**config.mk**
```make
export PLATFORM = sky130hd
export DESIGN_NAME = vga_top
export DESIGN_NICKNAME = d
export VERILOG_FILES = /design/src/vga_pkg.sv /design/src/vga_pixel_if.sv /design/src/vga_pos_if.sv /design/src/vga_top.sv /design/src/vga_out_stage.sv /design/src/vga_pattern_gen.sv /design/src/vga_timing.sv
export SDC_FILE = /design/constraint.sdc
export NUM_CORES = 1
export LEC_CHECK = 0
export BUFFER_PORTS_ARGS = -buffer_cell sky130_fd_sc_hd__buf_4
export CAP_MARGIN = 25
export CORE_ASPECT_RATIO = 0.9
export CORE_UTILIZATION = 63
export DETAILED_ROUTE_END_ITERATION = 10
export PLACE_DENSITY = 0.87
export SYNTH_ARGS = -nofsm -noshare
export SYNTH_HDL_FRONTEND = slang
export SYNTH_SLANG_ARGS = --single-unit
export TNS_END_PERCENT = 1
```
**constraint.sdc**
```tcl
create_clock -name pclk -period 6.3 [get_ports pclk]
set_input_delay 1.26 -clock pclk [delete_from_list [all_inputs] [get_ports pclk]]
set_output_delay 1.26 -clock pclk [all_outputs]
set_load 0.02 [all_outputs]
```
**src/vga_pkg.sv**
```systemverilog
package vga_pkg;

  // Pixel or line counter value, 0 to 2047
  typedef logic [10:0] coord_t;

  // One 4-bit colour channel
  typedef logic [3:0] chan_t;

  // 4:4:4 colour
  // red in [11:8], green in [7:4], blue in [3:0]
  typedef logic [11:0] rgb_t;

  // Pattern selector
  typedef logic [1:0] mode_t;

  // Flat colour taken from color_i
  localparam mode_t MODE_SOLID = 2'd0;

  // Eight vertical colour bars across the active line
  localparam mode_t MODE_BARS  = 2'd1;

  // Black and white checkerboard
  localparam mode_t MODE_CHECK = 2'd2;

  // Red ramps with x, green ramps with y
  localparam mode_t MODE_GRAD  = 2'd3;

endpackage
```
**src/vga_pixel_if.sv**
```systemverilog
`timescale 1ns/1ps

// One registered pixel with its matching timing levels
// One cycle behind vga_pos_if
interface vga_pixel_if;

  // Colour for the delayed position
  vga_pkg::rgb_t rgb;

  // Delayed timing levels, still active high
  logic hsync;
  logic vsync;
  logic blank;

  // Pattern generator side
  modport src (output rgb, output hsync, output vsync, output blank);

  // Output stage side
  modport dst (input rgb, input hsync, input vsync, input blank);

endinterface

```
**src/vga_pos_if.sv**
```systemverilog
`timescale 1ns/1ps

// Raster position and raw timing levels
// Syncs here are always active high
interface vga_pos_if;

  // Current pixel and line
  vga_pkg::coord_t hcnt;
  vga_pkg::coord_t vcnt;

  // Sync windows and blanking
  logic hsync;
  logic vsync;
  logic blank;

  // Timing generator side
  modport src (output hcnt, output vcnt, output hsync, output vsync, output blank);

  // Pattern generator side
  modport dst (input hcnt, input vcnt, input hsync, input vsync, input blank);

endinterface

```
**src/vga_top.sv**
```systemverilog
`timescale 1ns/1ps

module vga_top #(
  // 640x480 at 60 Hz
  parameter int HACTIVE   = 640,
  parameter int HFP       = 16,
  parameter int HSLEN     = 96,
  parameter int HBP       = 48,
  parameter int VACTIVE   = 480,
  parameter int VFP       = 10,
  parameter int VSLEN     = 2,
  parameter int VBP       = 33,
  // Sync polarity, 1 is active high
  parameter int HPOL      = 0,
  parameter int VPOL      = 1,
  // Checker cell of 2**CELL_LOG2 pixels
  parameter int CELL_LOG2 = 5
) (
  input  logic           pclk,
  input  logic           rst_n_i,
  input  vga_pkg::mode_t mode_i,
  input  vga_pkg::rgb_t  color_i,
  output vga_pkg::rgb_t  rgb_o,
  output logic           hsync_o,
  output logic           vsync_o,
  output logic           blank_o
);

  // Timing generator to pattern generator
  vga_pos_if pos_if ();

  // Pattern generator to output stage
  vga_pixel_if pix_if ();

  vga_timing #(
    .HACTIVE (HACTIVE),
    .HFP     (HFP),
    .HSLEN   (HSLEN),
    .HBP     (HBP),
    .VACTIVE (VACTIVE),
    .VFP     (VFP),
    .VSLEN   (VSLEN),
    .VBP     (VBP)
  ) timing_i (
    .pclk    (pclk),
    .rst_n_i (rst_n_i),
    .pos     (pos_if)
  );

  vga_pattern_gen #(
    .HACTIVE   (HACTIVE),
    .CELL_LOG2 (CELL_LOG2)
  ) pattern_i (
    .pclk    (pclk),
    .rst_n_i (rst_n_i),
    .mode_i  (mode_i),
    .color_i (color_i),
    .pos     (pos_if),
    .pix     (pix_if)
  );

  vga_out_stage #(
    .HPOL (HPOL),
    .VPOL (VPOL)
  ) out_i (
    .pclk    (pclk),
    .rst_n_i (rst_n_i),
    .pix     (pix_if),
    .rgb_o   (rgb_o),
    .hsync_o (hsync_o),
    .vsync_o (vsync_o),
    .blank_o (blank_o)
  );

endmodule

```
**src/vga_out_stage.sv**
```systemverilog
`timescale 1ns/1ps

module vga_out_stage #(
  parameter int HPOL = 0,
  parameter int VPOL = 1
) (
  input  logic          pclk,
  input  logic          rst_n_i,
  vga_pixel_if.dst      pix,
  output vga_pkg::rgb_t rgb_o,
  output logic          hsync_o,
  output logic          vsync_o,
  output logic          blank_o
);

  // Idle level of each outgoing sync
  // high for an active-low sync
  localparam logic HS_IDLE = (HPOL == 0);
  localparam logic VS_IDLE = (VPOL == 0);

  // Pipeline stage two, final registers towards the pins
  always_ff @(posedge pclk or negedge rst_n_i) begin
    if (!rst_n_i) begin
      rgb_o   <= '0;
      hsync_o <= HS_IDLE;
      vsync_o <= VS_IDLE;
      blank_o <= 1'b1;
    end else begin
      // Black outside the visible area
      rgb_o   <= pix.blank ? '0 : pix.rgb;
      // Xor with the idle level flips active-low syncs
      hsync_o <= pix.hsync ^ HS_IDLE;
      vsync_o <= pix.vsync ^ VS_IDLE;
      blank_o <= pix.blank;
    end
  end

endmodule

```
**src/vga_pattern_gen.sv**
```systemverilog
`timescale 1ns/1ps

module vga_pattern_gen #(
  parameter int HACTIVE   = 640,
  parameter int CELL_LOG2 = 5
) (
  input  logic           pclk,
  input  logic           rst_n_i,
  input  vga_pkg::mode_t mode_i,
  input  vga_pkg::rgb_t  color_i,
  vga_pos_if.dst         pos,
  vga_pixel_if.src       pix
);

  // Eight bars share the active line
  localparam int BAR_W = HACTIVE / 8;
  localparam vga_pkg::coord_t BAR_LAST = vga_pkg::coord_t'(BAR_W - 1);

  vga_pkg::mode_t  mode_q;
  vga_pkg::rgb_t   color_q;
  vga_pkg::mode_t  mode_cur;
  vga_pkg::rgb_t   color_cur;
  logic            frame_start;
  vga_pkg::coord_t bar_px_q;
  vga_pkg::coord_t bar_px_cur;
  logic [2:0]      bar_idx_q;
  logic [2:0]      bar_idx_cur;
  logic            check_bit;
  vga_pkg::chan_t  red;
  vga_pkg::chan_t  grn;
  vga_pkg::chan_t  blu;

  // First pixel of the frame
  assign frame_start = (pos.hcnt == '0) && (pos.vcnt == '0);

  // The frame's first pixel already uses the freshly sampled inputs
  assign mode_cur  = frame_start ? mode_i  : mode_q;
  assign color_cur = frame_start ? color_i : color_q;

  // Hold mode and colour for the rest of the frame
  always_ff @(posedge pclk or negedge rst_n_i) begin
    if (!rst_n_i) begin
      mode_q  <= vga_pkg::MODE_SOLID;
      color_q <= '0;
    end else if (frame_start) begin
      mode_q  <= mode_i;
      color_q <= color_i;
    end
  end

  // Bar position restarts at the left edge of every line
  assign bar_px_cur  = (pos.hcnt == '0) ? '0 : bar_px_q;
  assign bar_idx_cur = (pos.hcnt == '0) ? '0 : bar_idx_q;

  // Prepare bar position for the next pixel
  always_ff @(posedge pclk or negedge rst_n_i) begin
    if (!rst_n_i) begin
      bar_px_q  <= '0;
      bar_idx_q <= '0;
    end else if (bar_px_cur == BAR_LAST) begin
      bar_px_q  <= '0;
      bar_idx_q <= bar_idx_cur + 3'd1;
    end else begin
      bar_px_q  <= bar_px_cur + 1'b1;
      bar_idx_q <= bar_idx_cur;
    end
  end

  // Cell parity for the checkerboard
  assign check_bit = pos.hcnt[CELL_LOG2] ^ pos.vcnt[CELL_LOG2];

  always_comb begin
    red = '0;
    grn = '0;
    blu = '0;
    case (mode_cur)
      vga_pkg::MODE_SOLID: begin
        {red, grn, blu} = color_cur;
      end
      vga_pkg::MODE_BARS: begin
        // Bar index bits pick the primaries
        red = {4{bar_idx_cur[0]}};
        grn = {4{bar_idx_cur[1]}};
        blu = {4{bar_idx_cur[2]}};
      end
      vga_pkg::MODE_CHECK: begin
        red = {4{check_bit}};
        grn = {4{check_bit}};
        blu = {4{check_bit}};
      end
      default: begin
        // Gradient, blue stays at the frame colour
        red = pos.hcnt[3:0];
        grn = pos.vcnt[3:0];
        blu = color_cur[3:0];
      end
    endcase
  end

  // Pipeline stage one, colour with its own timing levels
  always_ff @(posedge pclk or negedge rst_n_i) begin
    if (!rst_n_i) begin
      pix.rgb   <= '0;
      pix.hsync <= 1'b0;
      pix.vsync <= 1'b0;
      pix.blank <= 1'b1;
    end else begin
      pix.rgb   <= {red, grn, blu};
      pix.hsync <= pos.hsync;
      pix.vsync <= pos.vsync;
      pix.blank <= pos.blank;
    end
  end

endmodule

```
**src/vga_timing.sv**
```systemverilog
`timescale 1ns/1ps

module vga_timing #(
  parameter int HACTIVE = 640,
  parameter int HFP     = 16,
  parameter int HSLEN   = 96,
  parameter int HBP     = 48,
  parameter int VACTIVE = 480,
  parameter int VFP     = 10,
  parameter int VSLEN   = 2,
  parameter int VBP     = 33
) (
  input  logic   pclk,
  input  logic   rst_n_i,
  vga_pos_if.src pos
);

  // Full line and frame lengths including blanking
  localparam int HTOTAL = HACTIVE + HFP + HSLEN + HBP;
  localparam int VTOTAL = VACTIVE + VFP + VSLEN + VBP;

  // Counter limits
  localparam vga_pkg::coord_t H_LAST = vga_pkg::coord_t'(HTOTAL - 1);
  localparam vga_pkg::coord_t V_LAST = vga_pkg::coord_t'(VTOTAL - 1);

  // Active area edges
  localparam vga_pkg::coord_t H_ACT = vga_pkg::coord_t'(HACTIVE);
  localparam vga_pkg::coord_t V_ACT = vga_pkg::coord_t'(VACTIVE);

  // Sync windows, start inclusive and end exclusive
  localparam vga_pkg::coord_t HS_START = vga_pkg::coord_t'(HACTIVE + HFP);
  localparam vga_pkg::coord_t HS_END   = vga_pkg::coord_t'(HACTIVE + HFP + HSLEN);
  localparam vga_pkg::coord_t VS_START = vga_pkg::coord_t'(VACTIVE + VFP);
  localparam vga_pkg::coord_t VS_END   = vga_pkg::coord_t'(VACTIVE + VFP + VSLEN);

  vga_pkg::coord_t hcnt_q;
  vga_pkg::coord_t vcnt_q;
  logic            h_wrap;
  logic            v_wrap;

  // End of line and end of frame
  assign h_wrap = (hcnt_q == H_LAST);
  assign v_wrap = (vcnt_q == V_LAST);

  // Pixel counter runs every clock, line counter steps at each line end
  always_ff @(posedge pclk or negedge rst_n_i) begin
    if (!rst_n_i) begin
      hcnt_q <= '0;
      vcnt_q <= '0;
    end else begin
      if (h_wrap) begin
        hcnt_q <= '0;
        // Next line, or back to the top after the last one
        vcnt_q <= v_wrap ? '0 : vcnt_q + 1'b1;
      end else begin
        hcnt_q <= hcnt_q + 1'b1;
      end
    end
  end

  assign pos.hcnt = hcnt_q;
  assign pos.vcnt = vcnt_q;

  // Clean sync windows, polarity is applied later
  assign pos.hsync = (hcnt_q >= HS_START) && (hcnt_q < HS_END);
  assign pos.vsync = (vcnt_q >= VS_START) && (vcnt_q < VS_END);

  // Outside the visible area in either direction
  assign pos.blank = (hcnt_q >= H_ACT) || (vcnt_q >= V_ACT);

endmodule

```
==> impl_results.md, run 1 <==
* Status: complete, no violations
* Pre-antenna DRT Iters at 4
* Pleak at 1.83 nW
* CTS root buf: clkbuf_8
* Crit Path Class: flip-flop to flip-flop
* Sink Count at 80
* Final worst path period share at 66.6%
* Num CTS Buffers at 9
* Syn_nets at between 300 and 400
* Hold Buf Count CTS at 0
* Cell area after synthesis at around 3500 µm²
* Library cells used by synthesis at 40
* PortBufs at 30
* I/O pin cnt at 31
* GRT Util Overall at between 20% and 30%
* Crit end category: flip-flop
* Delay-heaviest family, CP: simple AND/OR/NAND/NOR gates
* Initial antenna violation count at 0
* Most common cell in the synthesized netlist: dfrtp_1
* Top post-synthesis cells by count: 77 x dfrtp_1, 23 x a21oi_1, 22 x nand2_1
* Max_slew headroom at a little over a third
* DP Wirelength at 4.45 mm
* Worst-Margin Slew at 950 ps
* Clk_lat worst skew at ~360 ps
* Layout cells sized above 1 at between 20% and 30%
* Reg clk slew, reported paths at roughly 90 ps
* Clock H-tree levels at 3
* Vias per cell at between 5 and 6
* Vias at 2437
* Die area at 5870 µm²
* CP Buf/Inv Count at 2
* Post-CTS Setup Bufs at 0
* NumNets Final at 371
* Main area contributors after synthesis: dfrtp_1 55%, mux2_2 4.5%, a21oi_1 3.3%
* CP max stage cell: nor4_4
* Setup TNS at 0 ps
* Vias in the first global route at ~2.4k
* CORE AREA at approximately 5300 µm²
* Largest area contributor in the synthesized netlist: dfrtp_1
* Gp weighted congestion at between 0.8 and 0.9
* Post_cts resized at 0
* N_diodes at 0
* Routed Antenna Nets at 0
* Number of DRC markers in iteration 0 at roughly 170
* Synth top area share at 54.9%
* Routed WL per cell at between 15 and 20 µm
* Max Fclk at 0.238 GHz
* Crit-path most repeated cell: a21oi_1
* Clock Tree Buf Depth at 2
* Drc violations at 0
* Synth Instances at 313
* Max-cap violation count at 0
* Max-slew violations at 0
* Avg Inst Size Synth at between 10 and 15 µm²
* Number of synthesized flops with an enable pin at 0
* CTS tree: built
* Post-synth ARST share at between 90% and 100%
* Final design utilization at around 75%
* Final Hold Viols at 0
* Final Critical Period at 4200 ps
* First-pass GRT wire length at ~11 mm
* Flops & latches, synth at 80
* Worst-path fanout max at 18
* Wire length after detailed routing at around 6.8 mm
* Share of synthesized area occupied by flip-flops and latches at a little under three fifths
* Die height at around 73 µm
* # rows at 25
* Worst path required time at roughly 6500 ps
* CP max stage delay at between 800 and 900 ps
* Gr ovfl total at 0
* Yosys warns at 0
* CP startpoint kind: flip-flop
* WP data arrival at 4430 ps
* Critical-path cell list: or4_4 > nand4b_4 > nor4_4 > mux2i_1 > buf_4 > inv_1 > ha_1 > nand2_1 > o41ai_2 > or3b_1 > a21oi_1 > a21oi_1
* Die width at 80.6 µm
* Worst vdd ir at between 0.2 and 0.3 mV
* Top FF cell, synth: dfrtp_1
* Largest net degree at the start of global routing at 81
* HP Class: flip-flop to flip-flop
* RSZ-0062 raised after global routing: no
* Final setup viols at 0
* Skew final at between 15 and 20 ps
* Synth-to-layout area growth at 14.4%
* Starting Density at between 60% and 70%
* Pwr dens at ~250 nW/µm²
area by class of cell:
class	instances	area [µm²]
Clock inverter	6	72.6
Multi-Input combinational cell	213	1410
Fill cell	340	1310
Inverter	10	37.5
Timing Repair Buffer	33	268
Tap cell	67	83.8
Clock buffer	10	138
Sequential cell	80	2010
layout by cell type, fill, tap and decap left out, types with 6 or more instances in the layout:
cell	n
ha_1	8
buf_4	32
nand3_1	14
nor2b_1	16
nor2_1	19
clkbuf_8	10
inv_1	10
mux2_2	14
nand2_1	22
nor3_1	9
o21ai_0	19
xor2_1	12
and2_1	6
a21oi_1	23
xnor2_1	10
dfrtp_1	77
worst register-to-register path: stages (launching register included):
cell and delay, ps:
dfrtp_1 440, or4_4 570, nand4b_4 300, nor4_4 880, mux2i_1 350, buf_4 260
inv_1 90, ha_1 180, nand2_1 90, o41ai_2 80, or3b_1 520, a21oi_1 230
a21oi_1 90
path summary, 6_finish.rpt:
| check | from | end | slack, ps | depth (start not counted) |
|---|---|---|---|---|
| max reg2reg | timing_i.pos.hcnt[5] | pattern_i.pix.rgb[11] | 2100 | 12 |
| min in group asynchronous | rst_n_i | out_i.rgb_o[6] | 670 | 1 |
| min reg2reg | pattern_i.pix.vsync | out_i.vsync_o | 350 | 0 |
| min | pattern_i.pix.vsync | out_i.vsync_o | 350 | 0 |
| max | timing_i.pos.hcnt[5] | pattern_i.pix.rgb[11] | 2100 | 12 |
| max in group asynchronous | rst_n_i | pattern_i.pix.blank | 5040 | 2 |
registers in the layout, indices dropped and copies added, names as in the netlist, 2 cells and up:
register and flops:
out_i.rgb_o 12, pattern_i.bar_idx_q 3, pattern_i.bar_px_q 11, pattern_i.color_q 12, pattern_i.mode_q 2, pattern_i.pix.rgb 12, timing_i.pos.hcnt 11, timing_i.pos.vcnt 11
cell families (layout without fill, tap and decap cells):
kind of cell,Yosys count,after routing,synth area share [%]
adders and majority gates,8,8,2.85
muxes,15,15,4.78
AOI/OAI and AO/OA,52,52,8.38
and+or+nand+nor,116,116,18.6
DFF,80,80,57.2
buffers and inverters,20,59,2.68
xor gates and xnor gates,22,22,5.49
metal layers:
| metal | track usage [%] | vias up | wire length, µm |
|---|---|---|---|
| li1 | - | 1147 | - |
| met1 | 33.1 | 1177 | 2840 |
| met2 | 41.9 | 94 | 3410 |
| met3 | 8.63 | 19 | 411 |
| met4 | 12.3 | 0 | 193 |
| met5 | 0 | - | 0 |
through the flow:
step                      instances  total power [mW]  cell area [µm²]  worst slack (ps)  hold slack, ps
after floorplan                 313             0.582             3510              2940             331
final                           419              1.00             4010              2100             349
after CTS                       418              1.01             3990              2060             351
after global placement          402             0.613             3770              2470             332
after detailed placement        402             0.618             3770              2260             337
after global routing            419              1.04             4010              1890             358
report_power, final:
group	internal (mW)	switching (mW)
clock	0.199	0.192
sequential	0.532	0.00597
combinational	0.0314	0.0419
total	0.762	0.240
(Power assumes the default switching activity.)
==> inputs of run 2 (changes only) <==
--- a/config.mk
+++ b/config.mk
@@ -5,12 +5,13 @@
 export SDC_FILE = /design/constraint.sdc
 export NUM_CORES = 1
 export LEC_CHECK = 0
+export ABC_AREA = 1
 export BUFFER_PORTS_ARGS = -buffer_cell sky130_fd_sc_hd__buf_4
 export CAP_MARGIN = 25
 export CORE_ASPECT_RATIO = 0.9
-export CORE_UTILIZATION = 63
+export CORE_UTILIZATION = 54
 export DETAILED_ROUTE_END_ITERATION = 10
-export PLACE_DENSITY = 0.87
+export PLACE_DENSITY = 0.79
 export SYNTH_ARGS = -nofsm -noshare
 export SYNTH_HDL_FRONTEND = slang
 export SYNTH_SLANG_ARGS = --single-unit
==> constraint.sdc (replaced) <==
create_clock -name pclk -period 3.6 [get_ports pclk]
set_input_delay 0.72 -clock pclk [delete_from_list [all_inputs] [get_ports pclk]]
set_output_delay 0.72 -clock pclk [all_outputs]
set_load 0.02 [all_outputs]
==> run 2 against run 1 <==
Effect of this change: sequential share of layout area down 5.2 points; synthesized cell count up 53%; clock skew down 6.6 ps; combinational power up 72%; largest cell class unchanged; critical path depth up 2; via count up 20%; highest routed layer unchanged.
==> impl_results.md, run 2 <==
* Most common cell in the synthesized netlist: nand2_1 (was dfrtp_1)
* Commonest non-fill, non-tap cell in the layout: nand2_1 (was dfrtp_1)
* Reg clk slew, reported paths at 80 ps (was 90 ps)
* Worst-path fanout max at 22 (was 18)
* Vias at 2935 (was 2437)
* Cell area after synthesis at 3890 µm² (was 3510 µm²)
* Setup ws final at 1060 ps (was 2100 ps)
* Pleak at 2.46 nW (was 1.83 nW)
* WP data arrival at 2790 ps (was 4430 ps)
* CTS tree: built (unchanged)
* Synth top area share at 49.5% (was 54.9%)
* Die width at 91.5 µm (was 80.6 µm)
* Top post-synthesis cells by count: 97 x nand2_1, 85 x inv_1, 81 x nor2_1 (was 77 x dfrtp_1, 23 x a21oi_1, 22 x nand2_1)
* Die area at 7550 µm² (was 5870 µm²)
* Pwr dens at 419 nW/µm² (was 250 nW/µm²)
* Final Critical Period at 2540 ps (was 4200 ps)
* # rows at 28 (was 25)
* Hold Buf Count CTS at 0 (unchanged)
* Share of synthesized area occupied by flip-flops and latches at 51.5% (was 57.2%)
* I/O pin cnt at 31 (unchanged)
* GRT Util Overall at 22.4% (was 26.4%)
* Sink Count at 80 (unchanged)
* Post-CTS Setup Bufs at 0 (unchanged)
* Final worst path period share at 70.5% (was 66.6%)
* Final-layout fill cell count at 557 (was 340)
* Worst vdd ir at 0.255 mV (was 0.254 mV)
* Post-Place Cells at 594 (was 402)
* RSZ-0062 raised after global routing: no (unchanged)
* Vias in the first global route at 2902 (was 2395)
* Number of DRC markers in iteration 0 at 193 (was 174)
* Regs by FF count: out_i.rgb_o x12, pattern_i.color_q x12, pattern_i.pix.rgb x12 (unchanged)
* DP Wirelength at 5.26 mm (was 4.45 mm)
* Final design utilization at 66.2% (was 75.5%)
* Clk_lat worst skew at 360 ps (about the same)
* Hold Worst Slack at 291 ps (was 349 ps)
* CORE AREA at 6760 µm² (was 5320 µm²)
* Clock Tree Buf Depth at 2 (unchanged)
* Die height at 82.6 µm (was 72.8 µm)
* Avg Inst Size Synth at 8.15 µm² (was 11.2 µm²)
* Final Hold Viols at 0 (unchanged)
* Status: complete, no violations (unchanged)
* Syn_nets at 502 (was 337)
* Final Instance Area at 4480 µm² (was 4010 µm²)
* NumNets Final at 540 (was 371)
* Most frequent cells in the layout: 97 x nand2_1, 85 x inv_1, 81 x nor2_1 (was 77 x dfrtp_1, 32 x buf_4, 23 x a21oi_1)
* Largest net degree at the start of global routing at 81 (unchanged)
* Synth-to-layout area growth at 15.0% (was 14.4%)
* Worst-Margin Slew at 491 ps (was 950 ps)
* Number of synthesized flops with an enable pin at 0 (unchanged)
* Yosys warns at 0 (unchanged)
* Post-synth ARST share at 100% (unchanged)
* Wire length after detailed routing at 7.52 mm (was 6.85 mm)
* Num CTS Buffers at 9 (unchanged)
* Critical-path cell list: inv_1 > ha_1 > nand3_2 > nor2_4 > nand2_2 > nand2_1 > nand2_2 > ha_1 > nand2_1 > nand2_1 > inv_1 > nand2_2 > nor2_1 > nor2_1 (was or4_4 > nand4b_4 > nor4_4 > mux2i_1 > buf_4 > inv_1 > ha_1 > nand2_1 > o41ai_2 > or3b_1 > a21oi_1 > a21oi_1)
* CP startpoint kind: flip-flop (unchanged)
* Clock H-tree levels at 3 (unchanged)
* Setup TNS at 0 ps (unchanged)
* HP Class: input port to async pin (was flip-flop to flip-flop)
* Max-cap violation count at 0 (unchanged)
* Largest area contributor in the synthesized netlist: dfrtp_1 (unchanged)
* Skew final at 10.1 ps (was 16.7 ps)
* Post_cts resized at 0 (unchanged)
* Layout cells sized above 1 at 17.7% (was 20.2%)
* Starting Density at 57.6% (was 66.0%)
* Worst path required time at 3860 ps (was 6540 ps)
* Final Power at 1.88 mW (was 1.00 mW)
* Max_slew headroom at 66.9% (was 36.2%)
* Gp weighted congestion at 0.941 (was 0.853)
* Worst Setup Slack post-DPL at 1070 ps (was 2260 ps)
* Final setup viols at 0 (unchanged)
* CP max stage delay at 420 ps (was 880 ps)
* Drc violations at 0 (unchanged)
* Gr ovfl total at 0 (unchanged)
* Initial antenna violation count at 0 (unchanged)
* Routed Antenna Nets at 0 (unchanged)
* Routed WL per cell at 12.3 µm (was 16.3 µm)
* Library cells used by synthesis at 32 (was 40)
* Synth Instances at 478 (was 313)
* Pre-antenna DRT Iters at 4 (unchanged)
* CP max stage cell: dfrtp_1 (was nor4_4)
* CTS root buf: clkbuf_8 (unchanged)
* First-pass GRT wire length at 13.0 mm (was 11.3 mm)
* Flops & latches, synth at 80 (unchanged)
* PortBufs at 30 (unchanged)
* Final Instance Count excl. Fillers at 611 (was 419)
* Post-DP Area at 4210 µm² (was 3770 µm²)
* Main area contributors after synthesis: dfrtp_1 49%, nand2_1 9.4%, inv_1 8.2% (was dfrtp_1 55%, mux2_2 4.5%, a21oi_1 3.3%)
* Vias per cell at 4.80 (was 5.82)
* Crit Path Class: flip-flop to flip-flop (unchanged)
* N_diodes at 0 (unchanged)
* Top FF cell, synth: dfrtp_1 (unchanged)
* Max-slew violations at 0 (unchanged)
* Crit end category: flip-flop (unchanged)
* Max Fclk at 0.394 GHz (was 0.238 GHz)
[run 2: cell types whose count changed in the layout (fill, tap and decap cells not counted), moves of 14 or more]
cell,delta
a21oi_1,-15
nor2_1,+62
mux2_2,-14
nand2_1,+75
inv_1,+75
nor2b_1,-16
[run 2: power breakdown]
group          switching, mW  leakage, nW  internal [mW]
sequential           0.00868         1.00          0.931
clock                  0.343        0.121          0.467
combinational         0.0774         1.34         0.0490
[run 2: cell type report]
cell class                      instances  area, µm²  area share, %
Sequential cell                        80       2010           44.8
Clock buffer                           10        128           2.85
Multi-Input combinational cell        298       1500           33.6
Clock inverter                          6        116           2.60
Inverter                               96        360           8.05
Timing Repair Buffer                   31        253           5.64
Tap cell                               90        113           2.51
[run 2: routing by layer]
metal | global-route usage (%) | vias to the layer above | wire, µm
met3 | 5.31 | 16 | 273
met1 | 27.8 | 1343 | 3440
met5 | 0 | - | 0
met2 | 38.3 | 61 | 3650
met4 | 9.21 | 0 | 146
li1 | - | 1515 | -
[run 2: path summary, 6_finish.rpt]
| path | slack (ps) | cells past startpoint | from | to |
|---|---|---|---|---|
| max | 1060 | 14 | timing_i.pos.hcnt[0] | pattern_i.pix.rgb[5] |
| min in group pclk | 360 | 1 | pattern_i.pix.hsync | out_i.hsync_o |
| min reg2reg | 360 | 1 | pattern_i.pix.hsync | out_i.hsync_o |
| min | 290 | 1 | rst_n_i | out_i.rgb_o[4] |
| max in group asynchronous | 2660 | 2 | rst_n_i | out_i.hsync_o |
| max reg2reg | 1060 | 14 | timing_i.pos.hcnt[0] | pattern_i.pix.rgb[5] |
[run 2: worst max-delay path, delay by kind of cell, from the launching register on]
family | cells | cell delay, ps
AND/OR/NAND/NOR | 10 | 1430
adder cells (fa/ha/maj) | 2 | 420
flip-flops | 1 | 420
buffers and inverters | 2 | 150
[run 2: logic make-up (layout without fill, tap and decap cells)]
group / after synthesis / after routing / synth area share (%)
buffers and inverters: 100 / 143 / 9.90
XOR/XNOR: 13 / 13 / 2.92
AND/OR/NAND/NOR: 248 / 248 / 29.1
flip-flops: 80 / 80 / 51.5
adder cells (fa/ha/maj): 8 / 8 / 2.57
AO/OA/AOI/OAI: 29 / 29 / 3.98
